$ cat config.mk
export PLATFORM = sky130hd
export DESIGN_NAME = fft_addr_ctrl_top
export DESIGN_NICKNAME = d
export VERILOG_FILES = /design/src/fft_ctrl_pkg.sv /design/src/fft_bfly_sequencer.sv /design/src/fft_desc_fifo.sv /design/src/fft_mem_port.sv /design/src/fft_unload_seq.sv /design/src/fft_addr_ctrl_top.sv
export VERILOG_INCLUDE_DIRS = /design/src /design/src/src
export SDC_FILE = /design/constraint.sdc
export NUM_CORES = 1
export LEC_CHECK = 0
export ABC_AREA = 1
export BUFFER_PORTS_ARGS = -buffer_cell sky130_fd_sc_hd__buf_2
export CAP_MARGIN = 5
export CORE_MARGIN = 3
export CORE_UTILIZATION = 55
export CTS_BUF_LIST = sky130_fd_sc_hd__clkbuf_8
export DETAILED_ROUTE_END_ITERATION = 7
export PLACE_DENSITY_LB_ADDON = 0.2
export SYNTH_ARGS = -nofsm -noshare
export SYNTH_HDL_FRONTEND = slang
export SYNTH_SLANG_ARGS = --single-unit
$ cat constraint.sdc
create_clock -name clk -period 2.45 [get_ports clk]
set_clock_uncertainty 0.05 [all_clocks]
set_input_delay 0.3675 -clock clk [delete_from_list [all_inputs] [get_ports clk]]
set_output_delay 0.3675 -clock clk [all_outputs]
set_load 0.005 [all_outputs]
$ cat src/fft_ctrl_config.svh
`ifndef FFT_CTRL_CONFIG_SVH
`define FFT_CTRL_CONFIG_SVH

// log2 of the transform size, every width follows from it
`define FFT_LOG2N 4

// butterfly descriptors held between producer and memory port
`define FFT_DESC_DEPTH 4

// cycles from a read cycle to its write-back enable
`define FFT_WB_DELAY 3

`endif

$ cat src/fft_ctrl_pkg.sv
`include "fft_ctrl_config.svh"

package fft_ctrl_pkg;

    // word address into the in-place data memory
    typedef logic [`FFT_LOG2N-1:0] addr_t;

    // twiddle index in steps of 2*pi/N, only the first half circle is used
    typedef logic [`FFT_LOG2N-2:0] twiddle_t;

    typedef logic [$clog2(`FFT_LOG2N)-1:0] stage_t;
    typedef logic [`FFT_LOG2N-2:0] bfly_t;

    typedef enum logic [1:0] {
        SEQ_IDLE,
        SEQ_ISSUE,
        SEQ_WAIT_ACK,
        SEQ_DRAIN
    } seq_state_t;

    typedef enum logic [1:0] {
        PORT_IDLE,
        PORT_READ_A,
        PORT_READ_B
    } port_state_t;

    typedef enum logic [1:0] {
        UL_IDLE,
        UL_REQ_UP,
        UL_WAIT_DROP,
        UL_DONE
    } unload_state_t;

endpackage

$ cat src/fft_bfly_sequencer.sv
`timescale 1ns/1ps
`include "fft_ctrl_config.svh"

module fft_bfly_sequencer (
    input  logic                   clk,
    input  logic                   rst_n,
    input  logic                   start,
    output logic                   busy,
    output logic                   desc_req,
    input  logic                   desc_ack,
    output fft_ctrl_pkg::addr_t    desc_a,
    output fft_ctrl_pkg::addr_t    desc_b,
    output fft_ctrl_pkg::twiddle_t desc_twiddle,
    output logic                   desc_last
);

    localparam fft_ctrl_pkg::stage_t LAST_STAGE = fft_ctrl_pkg::stage_t'(`FFT_LOG2N - 1);
    localparam fft_ctrl_pkg::bfly_t  LAST_BFLY  = '1;

    fft_ctrl_pkg::seq_state_t state;
    fft_ctrl_pkg::stage_t     stage;
    fft_ctrl_pkg::bfly_t      bfly;

    fft_ctrl_pkg::addr_t span;
    fft_ctrl_pkg::addr_t k;
    fft_ctrl_pkg::addr_t group_x2;

    // ----------------------------------------
    // butterfly address rule
    // ----------------------------------------

    // k is the position inside a group, the group index gets scaled by 2*span
    always_comb
    begin
        span         = fft_ctrl_pkg::addr_t'(1) << stage;
        k            = fft_ctrl_pkg::addr_t'(bfly) & (span - 1'b1);
        group_x2     = (fft_ctrl_pkg::addr_t'(bfly) >> stage) << 1;
        desc_a       = (group_x2 << stage) | k;
        desc_b       = desc_a + span;
        // k*(N/2)/span, a plain shift since span is a power of two
        desc_twiddle = fft_ctrl_pkg::twiddle_t'(k) << (`FFT_LOG2N - 1 - stage);
    end

    assign desc_last = (stage == LAST_STAGE) && (bfly == LAST_BFLY);
    assign busy      = (state != fft_ctrl_pkg::SEQ_IDLE);

    // ----------------------------------------
    // descriptor handshake and counters
    // ----------------------------------------

    // issue raises req, wait_ack waits for ack high,
    // drain waits for ack low before the counters move on
    always_ff @(posedge clk or negedge rst_n)
    begin
        if (!rst_n)
        begin
            state    <= fft_ctrl_pkg::SEQ_IDLE;
            stage    <= '0;
            bfly     <= '0;
            desc_req <= 1'b0;
        end
        else
        begin
            case (state)
                fft_ctrl_pkg::SEQ_IDLE:
                begin
                    if (start)
                    begin
                        stage <= '0;
                        bfly  <= '0;
                        state <= fft_ctrl_pkg::SEQ_ISSUE;
                    end
                end
                fft_ctrl_pkg::SEQ_ISSUE:
                begin
                    desc_req <= 1'b1;
                    state    <= fft_ctrl_pkg::SEQ_WAIT_ACK;
                end
                fft_ctrl_pkg::SEQ_WAIT_ACK:
                begin
                    if (desc_ack)
                    begin
                        desc_req <= 1'b0;
                        state    <= fft_ctrl_pkg::SEQ_DRAIN;
                    end
                end
                fft_ctrl_pkg::SEQ_DRAIN:
                begin
                    if (!desc_ack)
                    begin
                        if (desc_last)
                        begin
                            state <= fft_ctrl_pkg::SEQ_IDLE;
                        end
                        else
                        begin
                            state <= fft_ctrl_pkg::SEQ_ISSUE;
                            // inner loop over j, stage steps when j wraps
                            if (bfly == LAST_BFLY)
                            begin
                                bfly  <= '0;
                                stage <= stage + 1'b1;
                            end
                            else
                            begin
                                bfly <= bfly + 1'b1;
                            end
                        end
                    end
                end
                default:
                begin
                    state <= fft_ctrl_pkg::SEQ_IDLE;
                end
            endcase
        end
    end

endmodule

$ cat src/fft_desc_fifo.sv
`timescale 1ns/1ps
`include "fft_ctrl_config.svh"

module fft_desc_fifo (
    input  logic                   clk,
    input  logic                   rst_n,
    input  logic                   in_req,
    output logic                   in_ack,
    input  fft_ctrl_pkg::addr_t    in_a,
    input  fft_ctrl_pkg::addr_t    in_b,
    input  fft_ctrl_pkg::twiddle_t in_twiddle,
    input  logic                   in_last,
    output logic                   out_req,
    input  logic                   out_ack,
    output fft_ctrl_pkg::addr_t    out_a,
    output fft_ctrl_pkg::addr_t    out_b,
    output fft_ctrl_pkg::twiddle_t out_twiddle,
    output logic                   out_last
);

    localparam int DEPTH = `FFT_DESC_DEPTH;
    localparam int PTR_W = (DEPTH > 1) ? $clog2(DEPTH) : 1;
    localparam int CNT_W = $clog2(DEPTH + 1);

    fft_ctrl_pkg::addr_t    mem_a    [DEPTH];
    fft_ctrl_pkg::addr_t    mem_b    [DEPTH];
    fft_ctrl_pkg::twiddle_t mem_tw   [DEPTH];
    logic                   mem_last [DEPTH];

    logic [PTR_W-1:0] wr_ptr;
    logic [PTR_W-1:0] rd_ptr;
    logic [CNT_W-1:0] count;
    logic             push;
    logic             pop;

    function automatic logic [PTR_W-1:0] next_ptr(input logic [PTR_W-1:0] ptr);
        return (ptr == PTR_W'(DEPTH - 1)) ? '0 : ptr + 1'b1;
    endfunction

    // take a new entry only on a fresh req and only with room left
    assign push = in_req && !in_ack && (count != CNT_W'(DEPTH));
    // the consumer has taken the head entry
    assign pop  = out_req && out_ack;

    always_ff @(posedge clk)
    begin
        if (push)
        begin
            mem_a[wr_ptr]    <= in_a;
            mem_b[wr_ptr]    <= in_b;
            mem_tw[wr_ptr]   <= in_twiddle;
            mem_last[wr_ptr] <= in_last;
        end
    end

    always_ff @(posedge clk or negedge rst_n)
    begin
        if (!rst_n)
        begin
            wr_ptr  <= '0;
            rd_ptr  <= '0;
            count   <= '0;
            in_ack  <= 1'b0;
            out_req <= 1'b0;
        end
        else
        begin
            if (push)
            begin
                wr_ptr <= next_ptr(wr_ptr);
            end
            if (pop)
            begin
                rd_ptr <= next_ptr(rd_ptr);
            end
            count <= count + CNT_W'(push) - CNT_W'(pop);

            if (push)
            begin
                in_ack <= 1'b1;
            end
            else if (in_ack && !in_req)
            begin
                in_ack <= 1'b0;
            end

            // next req waits until the previous ack has dropped
            if (pop)
            begin
                out_req <= 1'b0;
            end
            else if (!out_req && !out_ack && (count != '0))
            begin
                out_req <= 1'b1;
            end
        end
    end

    assign out_a       = mem_a[rd_ptr];
    assign out_b       = mem_b[rd_ptr];
    assign out_twiddle = mem_tw[rd_ptr];
    assign out_last    = mem_last[rd_ptr];

endmodule

$ cat src/fft_mem_port.sv
`timescale 1ns/1ps
`include "fft_ctrl_config.svh"

module fft_mem_port (
    input  logic                   clk,
    input  logic                   rst_n,
    input  logic                   desc_req,
    output logic                   desc_ack,
    input  fft_ctrl_pkg::addr_t    desc_a,
    input  fft_ctrl_pkg::addr_t    desc_b,
    input  fft_ctrl_pkg::twiddle_t desc_twiddle,
    input  logic                   desc_last,
    output logic                   rd_en,
    output fft_ctrl_pkg::addr_t    rd_addr,
    output fft_ctrl_pkg::twiddle_t rd_twiddle,
    output logic                   wr_en,
    output logic                   finish
);

    localparam int WB_DELAY = `FFT_WB_DELAY;

    fft_ctrl_pkg::port_state_t state;

    fft_ctrl_pkg::addr_t    cur_a;
    fft_ctrl_pkg::addr_t    cur_b;
    fft_ctrl_pkg::twiddle_t cur_tw;
    logic                   cur_last;

    logic                accept;
    logic [WB_DELAY-1:0] wb_pipe;

    // a descriptor is taken only between butterflies
    assign accept = (state == fft_ctrl_pkg::PORT_IDLE) && desc_req && !desc_ack;

    always_ff @(posedge clk)
    begin
        if (accept)
        begin
            cur_a    <= desc_a;
            cur_b    <= desc_b;
            cur_tw   <= desc_twiddle;
            cur_last <= desc_last;
        end
    end

    // ----------------------------------------
    // read sequence
    // ----------------------------------------

    always_ff @(posedge clk or negedge rst_n)
    begin
        if (!rst_n)
        begin
            state    <= fft_ctrl_pkg::PORT_IDLE;
            desc_ack <= 1'b0;
            finish   <= 1'b0;
        end
        else
        begin
            case (state)
                fft_ctrl_pkg::PORT_IDLE:
                begin
                    if (accept)
                    begin
                        state <= fft_ctrl_pkg::PORT_READ_A;
                    end
                end
                fft_ctrl_pkg::PORT_READ_A:
                begin
                    state <= fft_ctrl_pkg::PORT_READ_B;
                end
                default:
                begin
                    state <= fft_ctrl_pkg::PORT_IDLE;
                end
            endcase

            if (accept)
            begin
                desc_ack <= 1'b1;
            end
            else if (desc_ack && !desc_req)
            begin
                desc_ack <= 1'b0;
            end

            // one cycle after the last addr_b read
            finish <= (state == fft_ctrl_pkg::PORT_READ_B) && cur_last;
        end
    end

    assign rd_en      = (state == fft_ctrl_pkg::PORT_READ_A) ||
                        (state == fft_ctrl_pkg::PORT_READ_B);
    assign rd_addr    = (state == fft_ctrl_pkg::PORT_READ_B) ? cur_b : cur_a;
    assign rd_twiddle = cur_tw;

    // ----------------------------------------
    // write-back enable delay line
    // ----------------------------------------

    always_ff @(posedge clk or negedge rst_n)
    begin
        if (!rst_n)
        begin
            wb_pipe <= '0;
        end
        else
        begin
            wb_pipe[0] <= rd_en;
            for (int i = 1; i < WB_DELAY; i++)
            begin
                wb_pipe[i] <= wb_pipe[i-1];
            end
        end
    end

    assign wr_en = wb_pipe[WB_DELAY-1];

endmodule

$ cat src/fft_unload_seq.sv
`timescale 1ns/1ps
`include "fft_ctrl_config.svh"

module fft_unload_seq (
    input  logic                clk,
    input  logic                rst_n,
    input  logic                finish,
    output logic                out_req,
    input  logic                out_ack,
    output fft_ctrl_pkg::addr_t out_addr,
    output logic                done,
    output logic                active
);

    // all ones is N-1, the final result address
    localparam fft_ctrl_pkg::addr_t LAST_ADDR = '1;

    fft_ctrl_pkg::unload_state_t state;

    always_ff @(posedge clk or negedge rst_n)
    begin
        if (!rst_n)
        begin
            state    <= fft_ctrl_pkg::UL_IDLE;
            out_req  <= 1'b0;
            out_addr <= '0;
            done     <= 1'b0;
        end
        else
        begin
            done <= 1'b0;
            case (state)
                fft_ctrl_pkg::UL_REQ_UP:
                begin
                    if (out_ack)
                    begin
                        out_req <= 1'b0;
                        state   <= fft_ctrl_pkg::UL_WAIT_DROP;
                    end
                end
                fft_ctrl_pkg::UL_WAIT_DROP:
                begin
                    // pace is set by the consumer dropping ack
                    if (!out_ack)
                    begin
                        if (out_addr == LAST_ADDR)
                        begin
                            done  <= 1'b1;
                            state <= fft_ctrl_pkg::UL_DONE;
                        end
                        else
                        begin
                            out_addr <= out_addr + 1'b1;
                            out_req  <= 1'b1;
                            state    <= fft_ctrl_pkg::UL_REQ_UP;
                        end
                    end
                end
                default:
                begin
                    // idle and done both wait for the next finish
                    if (finish)
                    begin
                        out_addr <= '0;
                        out_req  <= 1'b1;
                        state    <= fft_ctrl_pkg::UL_REQ_UP;
                    end
                end
            endcase
        end
    end

    assign active = (state == fft_ctrl_pkg::UL_REQ_UP) ||
                    (state == fft_ctrl_pkg::UL_WAIT_DROP);

endmodule

$ cat src/fft_addr_ctrl_top.sv
`timescale 1ns/1ps
`include "fft_ctrl_config.svh"

module fft_addr_ctrl_top (
    input  logic                   clk,
    input  logic                   rst_n,
    input  logic                   start,
    output logic                   rd_en,
    output fft_ctrl_pkg::addr_t    rd_addr,
    output fft_ctrl_pkg::twiddle_t rd_twiddle,
    output logic                   wr_en,
    output logic                   finish,
    output logic                   out_req,
    input  logic                   out_ack,
    output fft_ctrl_pkg::addr_t    out_addr,
    output logic                   done
);

    // producer to buffer
    logic                   desc_req;
    logic                   desc_ack;
    fft_ctrl_pkg::addr_t    desc_a;
    fft_ctrl_pkg::addr_t    desc_b;
    fft_ctrl_pkg::twiddle_t desc_twiddle;
    logic                   desc_last;

    // buffer to memory port
    logic                   port_req;
    logic                   port_ack;
    fft_ctrl_pkg::addr_t    port_a;
    fft_ctrl_pkg::addr_t    port_b;
    fft_ctrl_pkg::twiddle_t port_twiddle;
    logic                   port_last;

    logic busy;
    logic unload_active;
    logic start_ok;

    // no new transform while one is computing or unloading
    assign start_ok = start && !busy && !unload_active;

    fft_bfly_sequencer i_seq (
        .clk          (clk),
        .rst_n        (rst_n),
        .start        (start_ok),
        .busy         (busy),
        .desc_req     (desc_req),
        .desc_ack     (desc_ack),
        .desc_a       (desc_a),
        .desc_b       (desc_b),
        .desc_twiddle (desc_twiddle),
        .desc_last    (desc_last)
    );

    fft_desc_fifo i_fifo (
        .clk         (clk),
        .rst_n       (rst_n),
        .in_req      (desc_req),
        .in_ack      (desc_ack),
        .in_a        (desc_a),
        .in_b        (desc_b),
        .in_twiddle  (desc_twiddle),
        .in_last     (desc_last),
        .out_req     (port_req),
        .out_ack     (port_ack),
        .out_a       (port_a),
        .out_b       (port_b),
        .out_twiddle (port_twiddle),
        .out_last    (port_last)
    );

    fft_mem_port i_port (
        .clk          (clk),
        .rst_n        (rst_n),
        .desc_req     (port_req),
        .desc_ack     (port_ack),
        .desc_a       (port_a),
        .desc_b       (port_b),
        .desc_twiddle (port_twiddle),
        .desc_last    (port_last),
        .rd_en        (rd_en),
        .rd_addr      (rd_addr),
        .rd_twiddle   (rd_twiddle),
        .wr_en        (wr_en),
        .finish       (finish)
    );

    fft_unload_seq i_unload (
        .clk      (clk),
        .rst_n    (rst_n),
        .finish   (finish),
        .out_req  (out_req),
        .out_ack  (out_ack),
        .out_addr (out_addr),
        .done     (done),
        .active   (unload_active)
    );

endmodule

==> metrics.txt <==
status complete, no violations; pre-CTS setup slack ~0.19 ns; layout cell share with drive strength beyond 1 13.00%; post-synth top area share 43.06%; Static Leak 1.931 nW; Sw Pwr 693.9 uW; Final Hold Slack around 0.0010 ns; DR pass1 iterations 4; Core Area 7331 um^2; Total GRT Usage 18.10%; largest net degree at the start of global routing 33; setup slack, reg-to-reg 0.15 ns; Setup-failing EPs final 0; syn_area_per_cell 10.90 um^2; GRT overflow 0; Via Count about 2700; Post-CTS Setup Bufs 0; mapped cell area 4184 um^2; Die ar. 8690 um^2; initial core utilization 57.07%; worst path required time roughly 2.5 ns; CTS buffer count 9; Synth warnings 0; Setup WS post-layout 0.1546 ns; Synth Instances 384; Slew @ Worst Pin 0.7130 ns; TritonCTS clock tree yes; # Max-Cap Violations 0; Max VDD drop around 0.00032 V; Yosys reg bits 92; # DRC 0; syn_nets 419; area delta synth->final 11.57%; Synth area leader edfxtp_1; Synth area leaders edfxtp_1, dfrtp_1, ha_1, nand2_1, nor2_1; RSZ-0062 raised after global routing no; Min-Delay Path Class in -> async; Worst EP arrival around 2.3 ns; CTS root buffer clkbuf_8; Iter 0 DRT Violations 118; placed cell area about 4400 um^2; first-pass GRT wire length 12030 um; post-route antenna net violation count 0; Cell variety after synth 27; Max Clk Rate between 0.4 and 0.5 GHz; die width 93.22 um; cell row count 31; vias in the first global route 2578; Die Y-Extent ~93 um; Combinational Power Share 5.9%; post-DR vias/cell just over 5; Clk pwr share 36.2%; initial antenna violation count 0; fin crit period 2.295 ns; Worst Path Max Fanout 6; n_diodes 0; Pins Over Slew Limit 0; DR WL/cell 13.45 um; Final Core Density 63.68%; total wire length 7019 um; final hold viol count 0; Clock Latency Late Sink between 0.3 and 0.4 ns; I/O Pins 20; nets@finish 453; R2R depth 9; Sw Share 23.77%; CTS clock-pin slew for the worst setup and hold paths about 0.10 ns; register area share after synthesis 62.20%; CP endpoint kind register; WS Path Type reg -> reg; final instance area around 4700 um^2; period utilisation layout between 90% and 100%; Setup TNS 0 ns; CP Launch Point i_seq.stage[0]$_DFFE_PN0P_; CTS Sinks 92; critical path endpoint i_fifo.mem_b[3][2]$_DFFE_PP_; sequential share of power 57.9%; PwrDens 625.3 nW/um^2; detailed placement HPWL 4950 um; R2R Path Start i_seq.stage[0]$_DFFE_PN0P_; # port buffers 19; Critical Path Source Type register; R2R Path End i_fifo.mem_b[3][2]$_DFFE_PP_; H-Tree Depth 3; GPL Wtd Cong between 0.8 and 0.9; Pint 2.225 mW; Clock Tree Buf Depth 2; Rel. slew slack 52.47%
critical path: stages (launching register included):
cell,delay (ns)
dfrtp_1,0.44
inv_1,0.16
ha_1,0.22
inv_1,0.06
nand2_1,0.06
nand3_1,0.10
o21ai_0,0.17
inv_1,0.12
fa_1,0.48
xnor2_2,0.17
power by group through the flow:
stage | clock, mW | combinational [mW] | sequential (mW)
after floorplan | 0 | 0.120 | 1.72
after global placement | 0 | 0.170 | 1.72
after detailed placement | 0 | 0.175 | 1.72
after CTS | 1.09 | 0.176 | 1.69
after global routing | 1.15 | 0.209 | 1.69
final | 1.06 | 0.173 | 1.69
what timing repair did:
action | 4_1_cts | 5_1_grt
setup endpoints to repair | 0 | 4
gates resized for setup | 0 | 1
hold buffers | 0 | 0
layout make-up:
class | count | area (um^2)
timing repair buffer | 29 | 170.2
clock buffer | 9 | 123.9
multi-input combinational | 242 | 1391
tap | 99 | 123.9
clock inverter | 7 | 91.34
inverter | 44 | 165.2
fill | 566 | 2663
sequential | 92 | 2603
synthesized netlist by cell type:
library cell	instances
inv_1	43
inv_2	1
ha_1	29
o21ai_1	8
xor2_1	1
a21oi_1	6
nor2_1	47
dfrtp_1	32
buf_4	2
conb_1	1
o22ai_1	12
buf_2	2
edfxtp_1	60
o21ai_0	35
nand4_1	2
nand2_4	1
o21bai_1	1
fa_1	2
a21oi_4	1
nor3_1	2
mux2_2	4
xnor2_1	2
nor2_2	2
clkbuf_1	2
nand3_1	10
nor3b_1	1
nand2_1	75
cell usage in the layout (no fill, tap or decap), types with 2 or more instances in the layout:
| cell | instances |
|---|---|
| nand2_1 | 75 |
| edfxtp_1 | 60 |
| nor2_1 | 47 |
| inv_1 | 43 |
| o21ai_0 | 35 |
| dfrtp_1 | 32 |
| ha_1 | 29 |
| buf_2 | 19 |
| o22ai_1 | 12 |
| nand3_1 | 10 |
| buf_4 | 10 |
| clkbuf_8 | 9 |
| o21ai_1 | 8 |
| a21oi_1 | 6 |
| mux2_2 | 4 |
| nor3_1 | 2 |
| nor2_2 | 2 |
| nand4_1 | 2 |
| fa_1 | 2 |
| inv_6 | 2 |
sequential cells by signal, indices dropped and copies added, names as in the netlist, 3 cells and up:
name / flops
i_port.cur_b: 4
i_fifo.count: 3
i_fifo.mem_last: 4
i_seq.bfly: 3
i_port.cur_a: 4
i_fifo.mem_tw: 12
i_port.wb_pipe: 3
i_unload.out_addr: 4
i_fifo.mem_b: 16
i_port.rd_twiddle: 3
i_fifo.mem_a: 16
cells by family (layout without fill, tap and decap cells):
group / count (synthesis) / after routing / share of synthesized area, %
and+or+nand+nor: 140 / 140 / 13.43
DFF: 92 / 92 / 62.20
AOI/OAI and AO/OA: 63 / 63 / 8.224
buffers and inverters: 50 / 89 / 4.725
adders and majority gates: 31 / 31 / 9.629
muxes: 4 / 4 / 1.076
xor gates and xnor gates: 3 / 3 / 0.6281
other: 1 / 1 / 0.08963
routing by layer:
metal / vias to the layer above / global-route usage [%] / part of all wire, %
li1: 1357 / - / -
met1: 1268 / 24.09 / 45
met2: 53 / 28.89 / 48
met5: - / 0 / 0
met4: 0 / 7.326 / 1.8
met3: 11 / 4.103 / 5.8
worst min path at each step:
| stage | slack [ns] | end | from |
|---|---|---|---|
| floorplan | 0.02 | i_fifo.count[0]$_DFF_PN0_ | rst_n |
| global placement | 0.28 | i_port.wb_pipe[1]$_DFF_PN0_ | i_port.wb_pipe[0]$_DFF_PN0_ |
| detailed placement | 0.30 | i_port.wb_pipe[1]$_DFF_PN0_ | i_port.wb_pipe[0]$_DFF_PN0_ |
| CTS | 0.01 | i_unload.out_addr[3]$_DFFE_PN0P_ | rst_n |
| global route | 0.04 | i_unload.out_addr[3]$_DFFE_PN0P_ | rst_n |
| finish | 0.001 | i_unload.out_addr[2]$_DFFE_PN0P_ | rst_n |
through the flow:
stage                     total power [mW]  std cells
after floorplan                      1.841        384
after global placement               1.892        506
after detailed placement             1.900        506
after CTS                            2.953        522
after global routing                 3.055        522
final                                2.919        522
Power figures use the tool's default switching activity.
